`src/design/fpu_ss_defines.svh`:
```
// Widths and RV32F encodings for the offload subset
// Single precision only; XLEN and register width are the same 32 bits
`ifndef FPU_SS_DEFINES_SVH
`define FPU_SS_DEFINES_SVH

// Data path and offload sizes
`define FPU_SS_XLEN    32
`define FPU_SS_NUM_FPR 32
`define FPU_SS_ID_W    4

// Major opcodes
`define FPU_SS_OPC_LOAD_FP  7'b0000111
`define FPU_SS_OPC_STORE_FP 7'b0100111
`define FPU_SS_OPC_OP_FP    7'b1010011

// funct7 for the supported OP-FP group
`define FPU_SS_F7_FSGNJ   7'b0010000
`define FPU_SS_F7_FMV_X_W 7'b1110000
`define FPU_SS_F7_FMV_W_X 7'b1111000

// Word-sized FLW and FSW
`define FPU_SS_F3_WORD 3'b010

`endif

```
`src/design/fpu_ss_pkg.sv`:
```
// Types for the RV32F offload subset with seven instructions
// Memory transfers are word only, there is no byte enable or size field
`include "fpu_ss_defines.svh"

package fpu_ss_pkg;

  typedef logic [`FPU_SS_XLEN-1:0]            word_t;
  typedef logic [31:0]                        instr_t;
  typedef logic [$clog2(`FPU_SS_NUM_FPR)-1:0] fpr_addr_t;
  typedef logic [`FPU_SS_ID_W-1:0]            id_t;

  // Decoded operation kind
  typedef enum logic [2:0] {
    OP_FSGNJ,
    OP_FSGNJN,
    OP_FSGNJX,
    OP_FMV_X_W,
    OP_FMV_W_X,
    OP_FLW,
    OP_FSW
  } op_kind_e;

  // ----------------------------------------
  // Issue interface
  // ----------------------------------------
  typedef struct packed {
    instr_t instr;
    word_t  rs1;
    id_t    id;
  } issue_req_t;

  typedef struct packed {
    logic accept;
    logic writeback;
    logic loadstore;
  } issue_resp_t;

  // ----------------------------------------
  // Internal pipeline
  // ----------------------------------------
  typedef struct packed {
    op_kind_e  kind;
    fpr_addr_t rd;
    fpr_addr_t rs1;
    fpr_addr_t rs2;
    word_t     int_op;
    word_t     imm;
    id_t       id;
  } fp_op_t;

  typedef struct packed {
    op_kind_e  kind;
    fpr_addr_t rd;
    word_t     data;
    word_t     addr;
    id_t       id;
  } exec_res_t;

  typedef struct packed {
    logic      we;
    fpr_addr_t addr;
    word_t     data;
  } fpr_wr_t;

  // ----------------------------------------
  // Result and memory interfaces
  // ----------------------------------------
  typedef struct packed {
    id_t       id;
    fpr_addr_t rd;
    word_t     data;
  } result_t;

  typedef struct packed {
    id_t   id;
    word_t addr;
    logic  we;
    word_t wdata;
  } mem_req_t;

  typedef struct packed {
    id_t   id;
    word_t rdata;
  } mem_result_t;

endpackage

```
`src/design/fpu_ss_exec.sv`:
```
// Bit-level single-precision ops, no arithmetic and no rounding
// Sign injection keeps NaN payloads untouched
`include "fpu_ss_defines.svh"

module fpu_ss_exec (
  input  fpu_ss_pkg::fp_op_t    op_i,
  input  fpu_ss_pkg::word_t     rs1_data_i,
  input  fpu_ss_pkg::word_t     rs2_data_i,
  output fpu_ss_pkg::exec_res_t exec_res_o
);

  import fpu_ss_pkg::*;

  localparam int SignBit = `FPU_SS_XLEN - 1;

  logic  sign_a;
  logic  sign_b;
  logic  sign_r;
  word_t sgnj_data;
  word_t data;
  word_t addr;

  assign sign_a = rs1_data_i[SignBit];
  assign sign_b = rs2_data_i[SignBit];

  // ----------------------------------------
  // Sign injection
  // ----------------------------------------
  always_comb begin
    case (op_i.kind)
      OP_FSGNJN: sign_r = ~sign_b;
      OP_FSGNJX: sign_r = sign_a ^ sign_b;
      default:   sign_r = sign_b;
    endcase
  end

  assign sgnj_data = {sign_r, rs1_data_i[SignBit-1:0]};

  // Result data per kind
  always_comb begin
    case (op_i.kind)
      OP_FSGNJ, OP_FSGNJN, OP_FSGNJX: data = sgnj_data;
      OP_FMV_X_W: data = rs1_data_i;
      OP_FMV_W_X: data = op_i.int_op;
      // store data for FSW, unused by FLW
      default:    data = rs2_data_i;
    endcase
  end

  // Effective address for FLW and FSW
  assign addr = op_i.int_op + op_i.imm;

  always_comb begin
    exec_res_o.kind = op_i.kind;
    exec_res_o.rd   = op_i.rd;
    exec_res_o.data = data;
    exec_res_o.addr = addr;
    exec_res_o.id   = op_i.id;
  end

endmodule

```
`src/design/fpu_ss_issue.sv`:
```
// Decode, accept response, busy scoreboard and one-entry issue register
// No forwarding: a source or destination that is still busy stalls issue
`include "fpu_ss_defines.svh"

module fpu_ss_issue (
  input  logic                    clk_i,
  input  logic                    rst_i,
  input  logic                    x_issue_valid_i,
  input  fpu_ss_pkg::issue_req_t  x_issue_req_i,
  input  logic                    exec_ready_i,
  input  fpu_ss_pkg::fpr_wr_t     fpr_wr_i,
  output logic                    x_issue_ready_o,
  output fpu_ss_pkg::issue_resp_t x_issue_resp_o,
  output logic                    op_valid_o,
  output fpu_ss_pkg::fp_op_t      op_o
);

  import fpu_ss_pkg::*;

  instr_t                     instr;
  logic [6:0]                 opcode;
  logic [2:0]                 funct3;
  logic [6:0]                 funct7;
  fpr_addr_t                  rs1_addr;
  fpr_addr_t                  rs2_addr;
  fpr_addr_t                  rd_addr;
  op_kind_e                   kind;
  logic                       supported;
  logic                       reads_rs1;
  logic                       reads_rs2;
  logic                       writes_rd;
  logic                       dep_rs;
  logic                       dep_rd;
  logic                       slot_free;
  logic                       issue_fire;
  word_t                      imm;
  logic [`FPU_SS_NUM_FPR-1:0] busy_q;
  logic [`FPU_SS_NUM_FPR-1:0] busy_d;
  logic                       op_valid_q;
  fp_op_t                     op_q;

  assign instr    = x_issue_req_i.instr;
  assign opcode   = instr[6:0];
  assign funct3   = instr[14:12];
  assign funct7   = instr[31:25];
  assign rs1_addr = instr[19:15];
  assign rs2_addr = instr[24:20];
  assign rd_addr  = instr[11:7];

  // ----------------------------------------
  // Predecode
  // ----------------------------------------
  always_comb begin
    kind      = OP_FSGNJ;
    supported = 1'b0;
    case (opcode)
      `FPU_SS_OPC_LOAD_FP: begin
        kind      = OP_FLW;
        supported = (funct3 == `FPU_SS_F3_WORD);
      end
      `FPU_SS_OPC_STORE_FP: begin
        kind      = OP_FSW;
        supported = (funct3 == `FPU_SS_F3_WORD);
      end
      `FPU_SS_OPC_OP_FP: begin
        case (funct7)
          `FPU_SS_F7_FSGNJ: begin
            supported = 1'b1;
            case (funct3)
              3'b000:  kind = OP_FSGNJ;
              3'b001:  kind = OP_FSGNJN;
              3'b010:  kind = OP_FSGNJX;
              default: supported = 1'b0;
            endcase
          end
          `FPU_SS_F7_FMV_X_W: begin
            // funct3 001 here is FCLASS, not supported
            kind      = OP_FMV_X_W;
            supported = (funct3 == 3'b000) && (rs2_addr == '0);
          end
          `FPU_SS_F7_FMV_W_X: begin
            kind      = OP_FMV_W_X;
            supported = (funct3 == 3'b000) && (rs2_addr == '0);
          end
          default: ;
        endcase
      end
      default: ;
    endcase
  end

  // Register usage per kind; FSW stores the FP register in rs2
  always_comb begin
    reads_rs1 = 1'b0;
    reads_rs2 = 1'b0;
    writes_rd = 1'b0;
    case (kind)
      OP_FSGNJ, OP_FSGNJN, OP_FSGNJX: begin
        reads_rs1 = 1'b1;
        reads_rs2 = 1'b1;
        writes_rd = 1'b1;
      end
      OP_FMV_X_W:        reads_rs1 = 1'b1;
      OP_FMV_W_X, OP_FLW: writes_rd = 1'b1;
      OP_FSW:            reads_rs2 = 1'b1;
      default: ;
    endcase
  end

  // Sign-extended I or S immediate
  always_comb begin
    if (kind == OP_FSW) begin
      imm = {{(`FPU_SS_XLEN-12){instr[31]}}, instr[31:25], instr[11:7]};
    end else begin
      imm = {{(`FPU_SS_XLEN-12){instr[31]}}, instr[31:20]};
    end
  end

  assign dep_rs = (reads_rs1 & busy_q[rs1_addr]) | (reads_rs2 & busy_q[rs2_addr]);
  assign dep_rd = writes_rd & busy_q[rd_addr];

  // Rejected instructions only wait for a free slot
  assign slot_free       = ~op_valid_q | exec_ready_i;
  assign x_issue_ready_o = slot_free & ~(supported & (dep_rs | dep_rd));
  assign issue_fire      = x_issue_valid_i & x_issue_ready_o & supported;

  assign x_issue_resp_o.accept    = supported;
  assign x_issue_resp_o.writeback = supported & (kind == OP_FMV_X_W);
  assign x_issue_resp_o.loadstore = supported & ((kind == OP_FLW) | (kind == OP_FSW));

  // ----------------------------------------
  // Scoreboard and issue register
  // ----------------------------------------
  always_comb begin
    busy_d = busy_q;
    if (fpr_wr_i.we) begin
      busy_d[fpr_wr_i.addr] = 1'b0;
    end
    if (issue_fire && writes_rd) begin
      busy_d[rd_addr] = 1'b1;
    end
  end

  always_ff @(posedge clk_i) begin
    if (rst_i) begin
      busy_q     <= '0;
      op_valid_q <= 1'b0;
    end else begin
      busy_q <= busy_d;
      if (issue_fire) begin
        op_valid_q <= 1'b1;
      end else if (exec_ready_i) begin
        op_valid_q <= 1'b0;
      end
    end
  end

  always_ff @(posedge clk_i) begin
    if (issue_fire) begin
      op_q.kind   <= kind;
      op_q.rd     <= rd_addr;
      op_q.rs1    <= rs1_addr;
      op_q.rs2    <= rs2_addr;
      op_q.int_op <= x_issue_req_i.rs1;
      op_q.imm    <= imm;
      op_q.id     <= x_issue_req_i.id;
    end
  end

  assign op_valid_o = op_valid_q;
  assign op_o       = op_q;

endmodule

```
`src/design/fpu_ss_regfile.sv`:
```
// Floating-point register file, two read ports and one write port
// Reads are combinational and see the old value on a same-cycle write
`include "fpu_ss_defines.svh"

module fpu_ss_regfile (
  input  logic                  clk_i,
  input  logic                  rst_i,
  input  fpu_ss_pkg::fpr_addr_t raddr_a_i,
  input  fpu_ss_pkg::fpr_addr_t raddr_b_i,
  input  fpu_ss_pkg::fpr_wr_t   fpr_wr_i,
  output fpu_ss_pkg::word_t     rdata_a_o,
  output fpu_ss_pkg::word_t     rdata_b_o
);

  import fpu_ss_pkg::*;

  word_t regs_q [`FPU_SS_NUM_FPR];

  // All registers start at +0.0
  always_ff @(posedge clk_i) begin
    if (rst_i) begin
      for (int i = 0; i < `FPU_SS_NUM_FPR; i++) begin
        regs_q[i] <= '0;
      end
    end else if (fpr_wr_i.we) begin
      regs_q[fpr_wr_i.addr] <= fpr_wr_i.data;
    end
  end

  assign rdata_a_o = regs_q[raddr_a_i];
  assign rdata_b_o = regs_q[raddr_b_i];

endmodule

```
`src/design/fpu_ss_top.sv`:
```
// Offload coprocessor top for FLW, FSW, FSGNJ*.S and FMV between X and F
// No commit interface: every accepted instruction is executed
module fpu_ss_top (
  input  logic                    clk_i,
  input  logic                    rst_i,
  input  logic                    x_issue_valid_i,
  input  fpu_ss_pkg::issue_req_t  x_issue_req_i,
  input  logic                    x_mem_ready_i,
  input  logic                    x_mem_result_valid_i,
  input  fpu_ss_pkg::mem_result_t x_mem_result_i,
  input  logic                    x_result_ready_i,
  output logic                    x_issue_ready_o,
  output fpu_ss_pkg::issue_resp_t x_issue_resp_o,
  output logic                    x_mem_valid_o,
  output fpu_ss_pkg::mem_req_t    x_mem_req_o,
  output logic                    x_result_valid_o,
  output fpu_ss_pkg::result_t     x_result_o
);

  import fpu_ss_pkg::*;

  logic      op_valid;
  fp_op_t    op;
  word_t     rs1_data;
  word_t     rs2_data;
  exec_res_t exec_res;
  logic      exec_ready;
  fpr_wr_t   fpr_wr;

  // Input side
  fpu_ss_issue i_issue (
    .clk_i           (clk_i),
    .rst_i           (rst_i),
    .x_issue_valid_i (x_issue_valid_i),
    .x_issue_req_i   (x_issue_req_i),
    .exec_ready_i    (exec_ready),
    .fpr_wr_i        (fpr_wr),
    .x_issue_ready_o (x_issue_ready_o),
    .x_issue_resp_o  (x_issue_resp_o),
    .op_valid_o      (op_valid),
    .op_o            (op)
  );

  fpu_ss_regfile i_regfile (
    .clk_i     (clk_i),
    .rst_i     (rst_i),
    .raddr_a_i (op.rs1),
    .raddr_b_i (op.rs2),
    .fpr_wr_i  (fpr_wr),
    .rdata_a_o (rs1_data),
    .rdata_b_o (rs2_data)
  );

  fpu_ss_exec i_exec (
    .op_i       (op),
    .rs1_data_i (rs1_data),
    .rs2_data_i (rs2_data),
    .exec_res_o (exec_res)
  );

  // Output side
  fpu_ss_writeback i_writeback (
    .clk_i                (clk_i),
    .rst_i                (rst_i),
    .res_valid_i          (op_valid),
    .exec_res_i           (exec_res),
    .x_result_ready_i     (x_result_ready_i),
    .x_mem_ready_i        (x_mem_ready_i),
    .x_mem_result_valid_i (x_mem_result_valid_i),
    .x_mem_result_i       (x_mem_result_i),
    .exec_ready_o         (exec_ready),
    .x_result_valid_o     (x_result_valid_o),
    .x_result_o           (x_result_o),
    .x_mem_valid_o        (x_mem_valid_o),
    .x_mem_req_o          (x_mem_req_o),
    .fpr_wr_o             (fpr_wr)
  );

endmodule

```
`src/design/fpu_ss_writeback.sv`:
```
// Result register, memory request, pending load and FP write arbitration
// One memory operation in flight; a load result wins the write port
module fpu_ss_writeback (
  input  logic                    clk_i,
  input  logic                    rst_i,
  input  logic                    res_valid_i,
  input  fpu_ss_pkg::exec_res_t   exec_res_i,
  input  logic                    x_result_ready_i,
  input  logic                    x_mem_ready_i,
  input  logic                    x_mem_result_valid_i,
  input  fpu_ss_pkg::mem_result_t x_mem_result_i,
  output logic                    exec_ready_o,
  output logic                    x_result_valid_o,
  output fpu_ss_pkg::result_t     x_result_o,
  output logic                    x_mem_valid_o,
  output fpu_ss_pkg::mem_req_t    x_mem_req_o,
  output fpu_ss_pkg::fpr_wr_t     fpr_wr_o
);

  import fpu_ss_pkg::*;

  logic      is_fp_dst;
  logic      is_mv_x;
  logic      is_load;
  logic      is_mem;
  logic      load_wr;
  logic      item_done;
  logic      res_valid_q;
  result_t   res_q;
  logic      load_pend_q;
  fpr_addr_t load_rd_q;

  // Kinds that write the FP register file directly
  assign is_fp_dst = (exec_res_i.kind == OP_FSGNJ) | (exec_res_i.kind == OP_FSGNJN) |
                     (exec_res_i.kind == OP_FSGNJX) | (exec_res_i.kind == OP_FMV_W_X);
  assign is_mv_x   = (exec_res_i.kind == OP_FMV_X_W);
  assign is_load   = (exec_res_i.kind == OP_FLW);
  assign is_mem    = is_load | (exec_res_i.kind == OP_FSW);

  // Load data arrives only while a load is pending
  assign load_wr = load_pend_q & x_mem_result_valid_i;

  // ----------------------------------------
  // Memory request
  // ----------------------------------------
  assign x_mem_valid_o = res_valid_i & is_mem & ~load_pend_q;

  always_comb begin
    x_mem_req_o.id    = exec_res_i.id;
    x_mem_req_o.addr  = exec_res_i.addr;
    x_mem_req_o.we    = ~is_load;
    x_mem_req_o.wdata = exec_res_i.data;
  end

  // Completion of the item in the issue register
  always_comb begin
    item_done = 1'b0;
    if (res_valid_i) begin
      if (is_fp_dst) begin
        item_done = ~load_wr;
      end else if (is_mv_x) begin
        item_done = ~res_valid_q | x_result_ready_i;
      end else if (is_mem) begin
        item_done = x_mem_valid_o & x_mem_ready_i;
      end
    end
  end

  assign exec_ready_o = item_done;

  // ----------------------------------------
  // FP register write port
  // ----------------------------------------
  always_comb begin
    fpr_wr_o.we   = 1'b0;
    fpr_wr_o.addr = exec_res_i.rd;
    fpr_wr_o.data = exec_res_i.data;
    if (load_wr) begin
      fpr_wr_o.we   = 1'b1;
      fpr_wr_o.addr = load_rd_q;
      fpr_wr_o.data = x_mem_result_i.rdata;
    end else if (res_valid_i && is_fp_dst) begin
      fpr_wr_o.we = 1'b1;
    end
  end

  // Control state
  always_ff @(posedge clk_i) begin
    if (rst_i) begin
      res_valid_q <= 1'b0;
      load_pend_q <= 1'b0;
    end else begin
      if (item_done && is_mv_x) begin
        res_valid_q <= 1'b1;
      end else if (x_result_ready_i) begin
        res_valid_q <= 1'b0;
      end
      if (item_done && is_load) begin
        load_pend_q <= 1'b1;
      end else if (load_wr) begin
        load_pend_q <= 1'b0;
      end
    end
  end

  // Payload of the result register and the pending load
  always_ff @(posedge clk_i) begin
    if (item_done && is_mv_x) begin
      res_q.id   <= exec_res_i.id;
      res_q.rd   <= exec_res_i.rd;
      res_q.data <= exec_res_i.data;
    end
    if (item_done && is_load) begin
      load_rd_q <= exec_res_i.rd;
    end
  end

  assign x_result_valid_o = res_valid_q;
  assign x_result_o       = res_q;

endmodule

```
`config.mk`:
```
export PLATFORM = sky130hd
export DESIGN_NAME = fpu_ss_top
export DESIGN_NICKNAME = d
export VERILOG_FILES = /design/src/design/fpu_ss_pkg.sv /design/src/design/fpu_ss_exec.sv /design/src/design/fpu_ss_issue.sv /design/src/design/fpu_ss_regfile.sv /design/src/design/fpu_ss_top.sv /design/src/design/fpu_ss_writeback.sv
export VERILOG_INCLUDE_DIRS = /design/src /design/src/design
export SDC_FILE = /design/constraint.sdc
export NUM_CORES = 2
export LEC_CHECK = 0
export BUFFER_PORTS_ARGS = -buffer_cell sky130_fd_sc_hd__buf_2
export CAP_MARGIN = 30
export CORE_MARGIN = 2
export CORE_UTILIZATION = 35
export DETAILED_ROUTE_END_ITERATION = 10
export MAX_ROUTING_LAYER = met4
export SYNTH_ARGS = -nofsm -noshare
export SYNTH_HDL_FRONTEND = slang
export SYNTH_SLANG_ARGS = --single-unit
```
`constraint.sdc`:
```
create_clock -name clk_i -period 13.3 [get_ports clk_i]
set_clock_uncertainty 0.05 [all_clocks]
set_input_delay 1.33 -clock clk_i [delete_from_list [all_inputs] [get_ports clk_i]]
set_output_delay 1.33 -clock clk_i [all_outputs]
set_load 0.005 [all_outputs]
```
* Yosys cells after proc, flatten, opt, wreduce, memory -nomap -nowiden *
Memories as Yosys holds them, arrays and structs flattened. A register that Yosys moved wholly into a read port is not among the register bits.
Index checks and enable logic that the tools add are counted.

storage, ports and cells
  latch bits = 0
  memories = 1
  bits in registers = 147
  memory bits (read-only) = 0
  word-level logic and storage cells = 145
  RAM bits = 1,024
  bits of input ports = 110
  output and inout port bits = 116

operators by class
  reductions and logical operators = 22
  $add $sub $neg = 1
  $mul = 0
  equal/unequal tests = 20
  mux-type cells = 47
  shifts and indexed selects = 0
  divide/modulo/power cells = 0
  bitwise gates (word level) = 33
  magnitude comparators = 6

memories
  memory            depth  width  read ports  clocked after Yosys merged registers in  wr ports  RTL line              text
  i_regfile.regs_q  32     32     2           2                                        32        fpu_ss_regfile.sv:17  word_t regs_q [`FPU_SS_NUM_FPR];

operator list
  kind                                                                number
  two-way mux 32 bit                                                  3
  one-hot mux 32 bit (3 select lines)                                 1
  two-way mux 37 bit                                                  1
  adder 32 bit                                                        1
  bitwise AND 32 bit                                                  1
  inverter 32 bit                                                     1
  bitwise OR 32 bit                                                   1
  OR reduction 32 bit                                                 1
  two-way mux 1 bit                                                   27
  < comparator 5 x 6 -> 1 bit (second input constant)                 4
  equality test 7 bit (second input constant)                         3
  two-way mux 5 bit                                                   4
  equality test 3 bit (second input constant)                         6
  one-hot mux 3 bit (3 select lines)                                  2
  binary-select mux 1 bit (select 5 bit)                              3
  equality test 3 x 2 -> 1 bit (second input constant)                5
  bitwise AND 1 bit                                                   13
  demux 1 bit (select 5 bit)                                          2
  greater-or-equal comparator 5 x 1 -> 1 bit (second input constant)  2
  equality test 3 x 1 -> 1 bit (second input constant)                3
  zero test 3 bit                                                     3
  bitwise OR 1 bit                                                    9
  OR reduction 4 bit                                                  2
  equality test 7 x 3 -> 1 bit (second input constant)                1
  12 further kinds                                                    30

* Depth between registers and ports, before layout *
  word-level depth = 17
  gate-level depth with buffers = 12
  gate-level depth less buffers = 11

* Cells and area by module *
A second synthesis with hierarchy kept.

unflattened totals
  cells, all modules = 5,587
  area total of the unflattened synthesis = 66,725.2 um^2

modules (own cells, without submodules)
  module            sequential area each (um^2)  area an instance (um^2)  times used  cells an instance
  fpu_ss_regfile    30,749.5                     56,467.9                 1           4,640
  fpu_ss_issue      2,642.5                      5,161.2                  1           401
  fpu_ss_writeback  1,421.4                      2,571.2                  1           182
  fpu_ss_exec       0.0                          2,524.9                  1           364

* Worst setup path before layout *
No wires, ideal clock.

  kind = in2reg
  start point = input x_issue_req_i[51] (netlist bit)
  end point = register i_issue.op_q, in the netlist i_issue.op_o[0], enable pin
  setup time = 0.490 ns
  slack = 6.990 ns
  required time = 12.760 ns
  cell stages on the path = 8
  arrival time = 5.770 ns
  path buffers = 1
  cell sequence = buf_2 mux4_2 mux4_2 mux2i_1 or2_2 o41a_2 nand2b_1 nor2_1

on the way
  longest elaborated chain between the ends = 10

ends and longest elaborated chain
  item                                     RTL line             text
  start: declaration                       fpu_ss_top.sv:7      input fpu_ss_pkg::issue_req_t x_issue_req_i,
  binary-select mux 1 bit (select 5 bit)   fpu_ss_issue.sv:119  assign dep_rs = (reads_rs1 & busy_q[rs1_addr]) | (reads_rs2 & busy_q[rs2_addr]);
  two-way mux 1 bit (not written as such)  fpu_ss_issue.sv:119
  bitwise AND 1 bit                        fpu_ss_issue.sv:119
  bitwise OR 1 bit                         fpu_ss_issue.sv:119
  bitwise OR 1 bit                         fpu_ss_issue.sv:124  assign x_issue_ready_o = slot_free & ~(supported & (dep_rs | dep_rd));
  bitwise AND 1 bit                        fpu_ss_issue.sv:124
  inverter 1 bit                           fpu_ss_issue.sv:124
  bitwise AND 1 bit                        fpu_ss_issue.sv:124
  bitwise AND 1 bit (2 in a row)           fpu_ss_issue.sv:125  assign issue_fire = x_issue_valid_i & x_issue_ready_o & supported;
  net i_issue.issue_fire                   fpu_ss_issue.sv:35   logic issue_fire;
  end: declaration                         fpu_ss_issue.sv:40   fp_op_t op_q;

The timed path passes the listed nets, and every way through them passes these cells. The select of a mux whose other input is x is not followed.
A chain may end at the register's enable or synchronous reset.

==> impl_results.rst <==
.. list-table::
   :header-rows: 1

   * - Metric
     - Value
   * - Status
     - finished clean
   * - End-of-flow core utilization
     - 39.34%
   * - Number of I/O pins
     - between 200 and 250
   * - Initial Utilization
     - about a third
   * - CTS hold repair buffers
     - 0
   * - Total wire length
     - 213.0 mm
   * - Post-route ant nets
     - 0
   * - Synthesis-to-layout area growth
     - 11.69%
   * - Combinational family with the most area after synthesis
     - multiplexers
   * - Register area share after synthesis
     - 56.51%
   * - Startpoint class of the critical path
     - register
   * - Slew at the pin closest to its max-slew limit
     - approximately 1100 ps
   * - Number of gates given a new drive strength after cts
     - 0
   * - Post-synthesis mux area share
     - approximately a quarter
   * - First-pass GRT wire length
     - around 300 mm
   * - Worst min-delay path class
     - reg2reg
   * - Cell with the most instances after synthesis
     - sky130_fd_sc_hd__edfxtp_1
   * - Number of storage elements in the synthesis netlist
     - around 1,200
   * - Mapped cell area
     - 0.06196 mm2
   * - Final total negative setup slack
     - 0 ps
   * - Number of buffers inserted during clock tree synthesis
     - 131
   * - Post-layout net count
     - 4,188
   * - Standard-cell rows
     - approximately 150
   * - Ranking of synthesized cells by area
     - sky130_fd_sc_hd__edfxtp_1 (55%), sky130_fd_sc_hd__mux4_2 (24%), sky130_fd_sc_hd__nor2_1 (5.5%), sky130_fd_sc_hd__nor2_2 (2.0%), sky130_fd_sc_hd__dfxtp_1 (1.5%)
   * - Total GRT Usage
     - about a quarter
   * - Drt pass-1 iters
     - 5
   * - Area inside the core boundary
     - ~0.18 mm2
   * - Worst Setup Slack post-DPL
     - between 7000 and 8000 ps
   * - Cell Chain, Critical Path
     - buf_12, buf_4, mux2i_1, nor2_1, a211oi_2, xor2_1, nor2_1, nor3_1, a21oi_1, buf_2
   * - RD Place Congestion
     - ~0.88
   * - Synth cell types
     - 71
   * - Total die area
     - between 0.15 and 0.2 mm2
   * - Sum of net half-perimeters after detailed placement
     - 125.4 mm
   * - Top cells by instance count after synthesis
     - sky130_fd_sc_hd__edfxtp_1 (1,136), sky130_fd_sc_hd__nor2_1 (902), sky130_fd_sc_hd__mux4_2 (658)
   * - Vias in the first global route
     - 38,850
   * - Count of input and output buffers
     - 221
   * - Peak clock frequency supported by timing
     - about 0.14 GHz
   * - Area share of fa/ha/maj cells after synthesis
     - less than 1%
   * - Ratio of final minimum period to clock period
     - between 50% and 60%
   * - Library cell used as clock root buffer
     - sky130_fd_sc_hd__clkbuf_16
   * - Arrival time reported for the critical path endpoint
     - 5760 ps
   * - Path type of the worst setup path
     - reg2out
   * - Fraction of the mapped netlist area in compound gates
     - around 2.5%
   * - Remaining design rule violation count
     - 0
   * - Crit path time final
     - between 7000 and 8000 ps
   * - Leak
     - approximately 24 nW
   * - Combined area of the multi-input logic cells
     - 0.02450 mm2
   * - Post-Synth Simple-Gate Area
     - between 8 and 9%
   * - Number of non-filler instances in the completed layout
     - between 6,000 and 7,000
   * - Die span in y
     - roughly 420 um
   * - Die Width
     - about 420 um
   * - Initial drt markers
     - between 4,000 and 5,000
   * - H-tree depth
     - 4
   * - Maximum number of pins on one net before global-route repair
     - between 150 and 200
   * - Max incr delay on CP
     - slightly below 900 ps
   * - Via-to-Cell Ratio
     - 6.009
   * - Critical Path Sink Type
     - output pin
   * - Cell count after placement
     - between 6,000 and 7,000
   * - Largest fanout on the critical path
     - 150
   * - Ys Warns
     - 0
   * - Total gr overflow
     - 0
   * - Final setup viols
     - 0
   * - Mean routed wirelength per cell
     - about 33 um
   * - Sink Count
     - between 1,000 and 1,500
   * - Initial antenna violation count
     - 7
   * - Clk_lat worst skew
     - around 800 ps
   * - Power density over the cells
     - around 120 mW/mm2
   * - Count of flip-flops with a built-in enable after synthesis
     - approximately 1,100
   * - Post-layout worst setup margin
     - ~6200 ps
   * - Maximum Capacitance Violations
     - 0
   * - Setup bufs post-CTS
     - 0
   * - Setup repair after global routing missed its margin
     - false
   * - Clock Pin Slew Worst Setup and Hold Paths
     - 60 ps
   * - Normalized max-slew margin
     - about a quarter
   * - Peak supply drop
     - slightly above 80 uV
   * - CTS tree
     - built
   * - Cell type with the largest total area after synthesis
     - sky130_fd_sc_hd__edfxtp_1
   * - Final hold viol count
     - 0
   * - Xor and xnor fraction of the mapped netlist area
     - 0.4382%
   * - Number of max-slew violations in the final report
     - 0
   * - Mean Syn Cell Area
     - around 15 um2
   * - Leading register cell type out of synthesis
     - sky130_fd_sc_hd__edfxtp_1
   * - Total of fill cells in the finished design
     - 16,070
   * - Share of flip-flops with an asynchronous set or reset after synthesis
     - 0%
   * - Required time of the worst setup path
     - 11,920 ps
   * - Net count after synthesis
     - approximately 4,200
   * - Cell seen most often among critical-path stages
     - sky130_fd_sc_hd__nor2_1
   * - Area used by sequential logic in the layout
     - about 0.035 mm2
   * - Share of layout cells above drive strength 1
     - between 30% and 40%
   * - Number of buffers between clock root and the deepest sink
     - 3
   * - Placement Cell Area
     - between 0.06 and 0.07 mm2
   * - Crit path max-delay cell type
     - sky130_fd_sc_hd__dfxtp_4
   * - Number of cells produced by synthesis
     - approximately 4,000
   * - Final standard cell area without fillers
     - between 0.06 and 0.07 mm2
   * - Area share of the largest cell type after synthesis
     - between 50% and 60%
   * - Routed via count
     - approximately 39,000
path summary, 6_finish.rpt:
| path | startpoint | to | slack, ps | depth (start not counted) |
|---|---|---|---|---|
| max | register | x_mem_req_o[31] | 6160 | 10 |
| min | i_issue.op_o[74] | register | 390 | 1 |
| max reg2reg | register | i_regfile.regs_q[3][17] | 7760 | 10 |
| min reg2reg | i_issue.op_o[74] | register | 390 | 1 |
cell type report:
type,instances,share of cell area [%]
Antenna cell,5,0.01808
Clock buffer,170,5.133
Clock inverter,66,0.8480
Inverter,50,0.2712
Multi-Input combinational cell,2334,35.41
Sequential cell,1181,50.65
Tap cell,2340,4.231
Timing Repair Buffer,348,3.443
cells by family (layout without fill, tap and decap cells):
group	Yosys count	in the layout
AOI/OAI and AO/OA	232	232
and+or+nand+nor	1267	1267
DFF	1181	1181
adders and majority gates	32	32
buffers and inverters	501	634
xor gates and xnor gates	31	31
other	0	5
muxes	772	772
worst max-delay path, delay by kind of cell, from the launching register on:
kind	cells	cell delay, ps
buffers and inverters	3	1920
AOI/OAI and AO/OA	2	1200
DFF	1	890
and+or+nand+nor	3	440
muxes	1	270
xor gates and xnor gates	1	130
cells in the final DEF (no fill, tap or decap), types with 16 or more instances in the layout:
| cell type | netlist | routed |
|---|---|---|
| sky130_fd_sc_hd__a21o_2 | 0 | 20 |
| sky130_fd_sc_hd__a21oi_1 | 41 | 41 |
| sky130_fd_sc_hd__buf_12 | 2 | 16 |
| sky130_fd_sc_hd__buf_2 | 131 | 221 |
| sky130_fd_sc_hd__buf_4 | 107 | 102 |
| sky130_fd_sc_hd__clkbuf_1 | 165 | 30 |
| sky130_fd_sc_hd__clkbuf_16 | 0 | 136 |
| sky130_fd_sc_hd__clkinv_1 | 0 | 24 |
| sky130_fd_sc_hd__clkinv_2 | 0 | 20 |
| sky130_fd_sc_hd__dfxtp_1 | 45 | 35 |
| sky130_fd_sc_hd__edfxtp_1 | 1136 | 1136 |
| sky130_fd_sc_hd__ha_1 | 31 | 31 |
| sky130_fd_sc_hd__inv_1 | 50 | 50 |
| sky130_fd_sc_hd__mux2_2 | 21 | 21 |
| sky130_fd_sc_hd__mux2i_1 | 52 | 48 |
| sky130_fd_sc_hd__mux2i_4 | 24 | 31 |
| sky130_fd_sc_hd__mux4_2 | 658 | 658 |
| sky130_fd_sc_hd__nand2_1 | 62 | 32 |
| sky130_fd_sc_hd__nand2_2 | 0 | 28 |
| sky130_fd_sc_hd__nor2_1 | 902 | 901 |
| sky130_fd_sc_hd__nor2_2 | 198 | 198 |
| sky130_fd_sc_hd__nor2b_1 | 22 | 22 |
| sky130_fd_sc_hd__o21ai_0 | 16 | 16 |
| sky130_fd_sc_hd__o21ai_1 | 18 | 17 |
| sky130_fd_sc_hd__o22ai_1 | 49 | 49 |
| sky130_fd_sc_hd__xnor2_1 | 25 | 25 |
metrics by stage:
step	hold slack (ps)	total power, mW
after floorplan	375.1	4.505
after global placement	377.3	4.663
after detailed placement	380.3	4.682
after CTS	385.9	8.246
after global routing	405.7	8.405
final	391.2	8.226
flip-flops by register name (all words and copies together), names as in the netlist, named ones only:
register and count:
i_issue.busy_q 32, i_issue.op_o 66, i_issue.op_valid_o 1, i_regfile.regs_q 1024
i_writeback.load_pend_q 1, i_writeback.load_rd_q 5, i_writeback.x_result_o 41, i_writeback.x_result_valid_o 1
per-layer routing:
layer	part of all wire (%)	GRT usage (%)
met1	37	29.45
met2	49	38.73
met3	9.2	4.560
met4	5.1	11.18
met5	0	-
power by group:
group | leakage, nW | internal, mW | switching [mW]
Sequential | 12.0 | 4.17 | 0.0504
Combinational | 9.76 | 0.144 | 0.247
Clock | 2.03 | 2.05 | 1.57
Total | 23.7 | 6.36 | 1.86
Power figures use the tool's default switching activity.
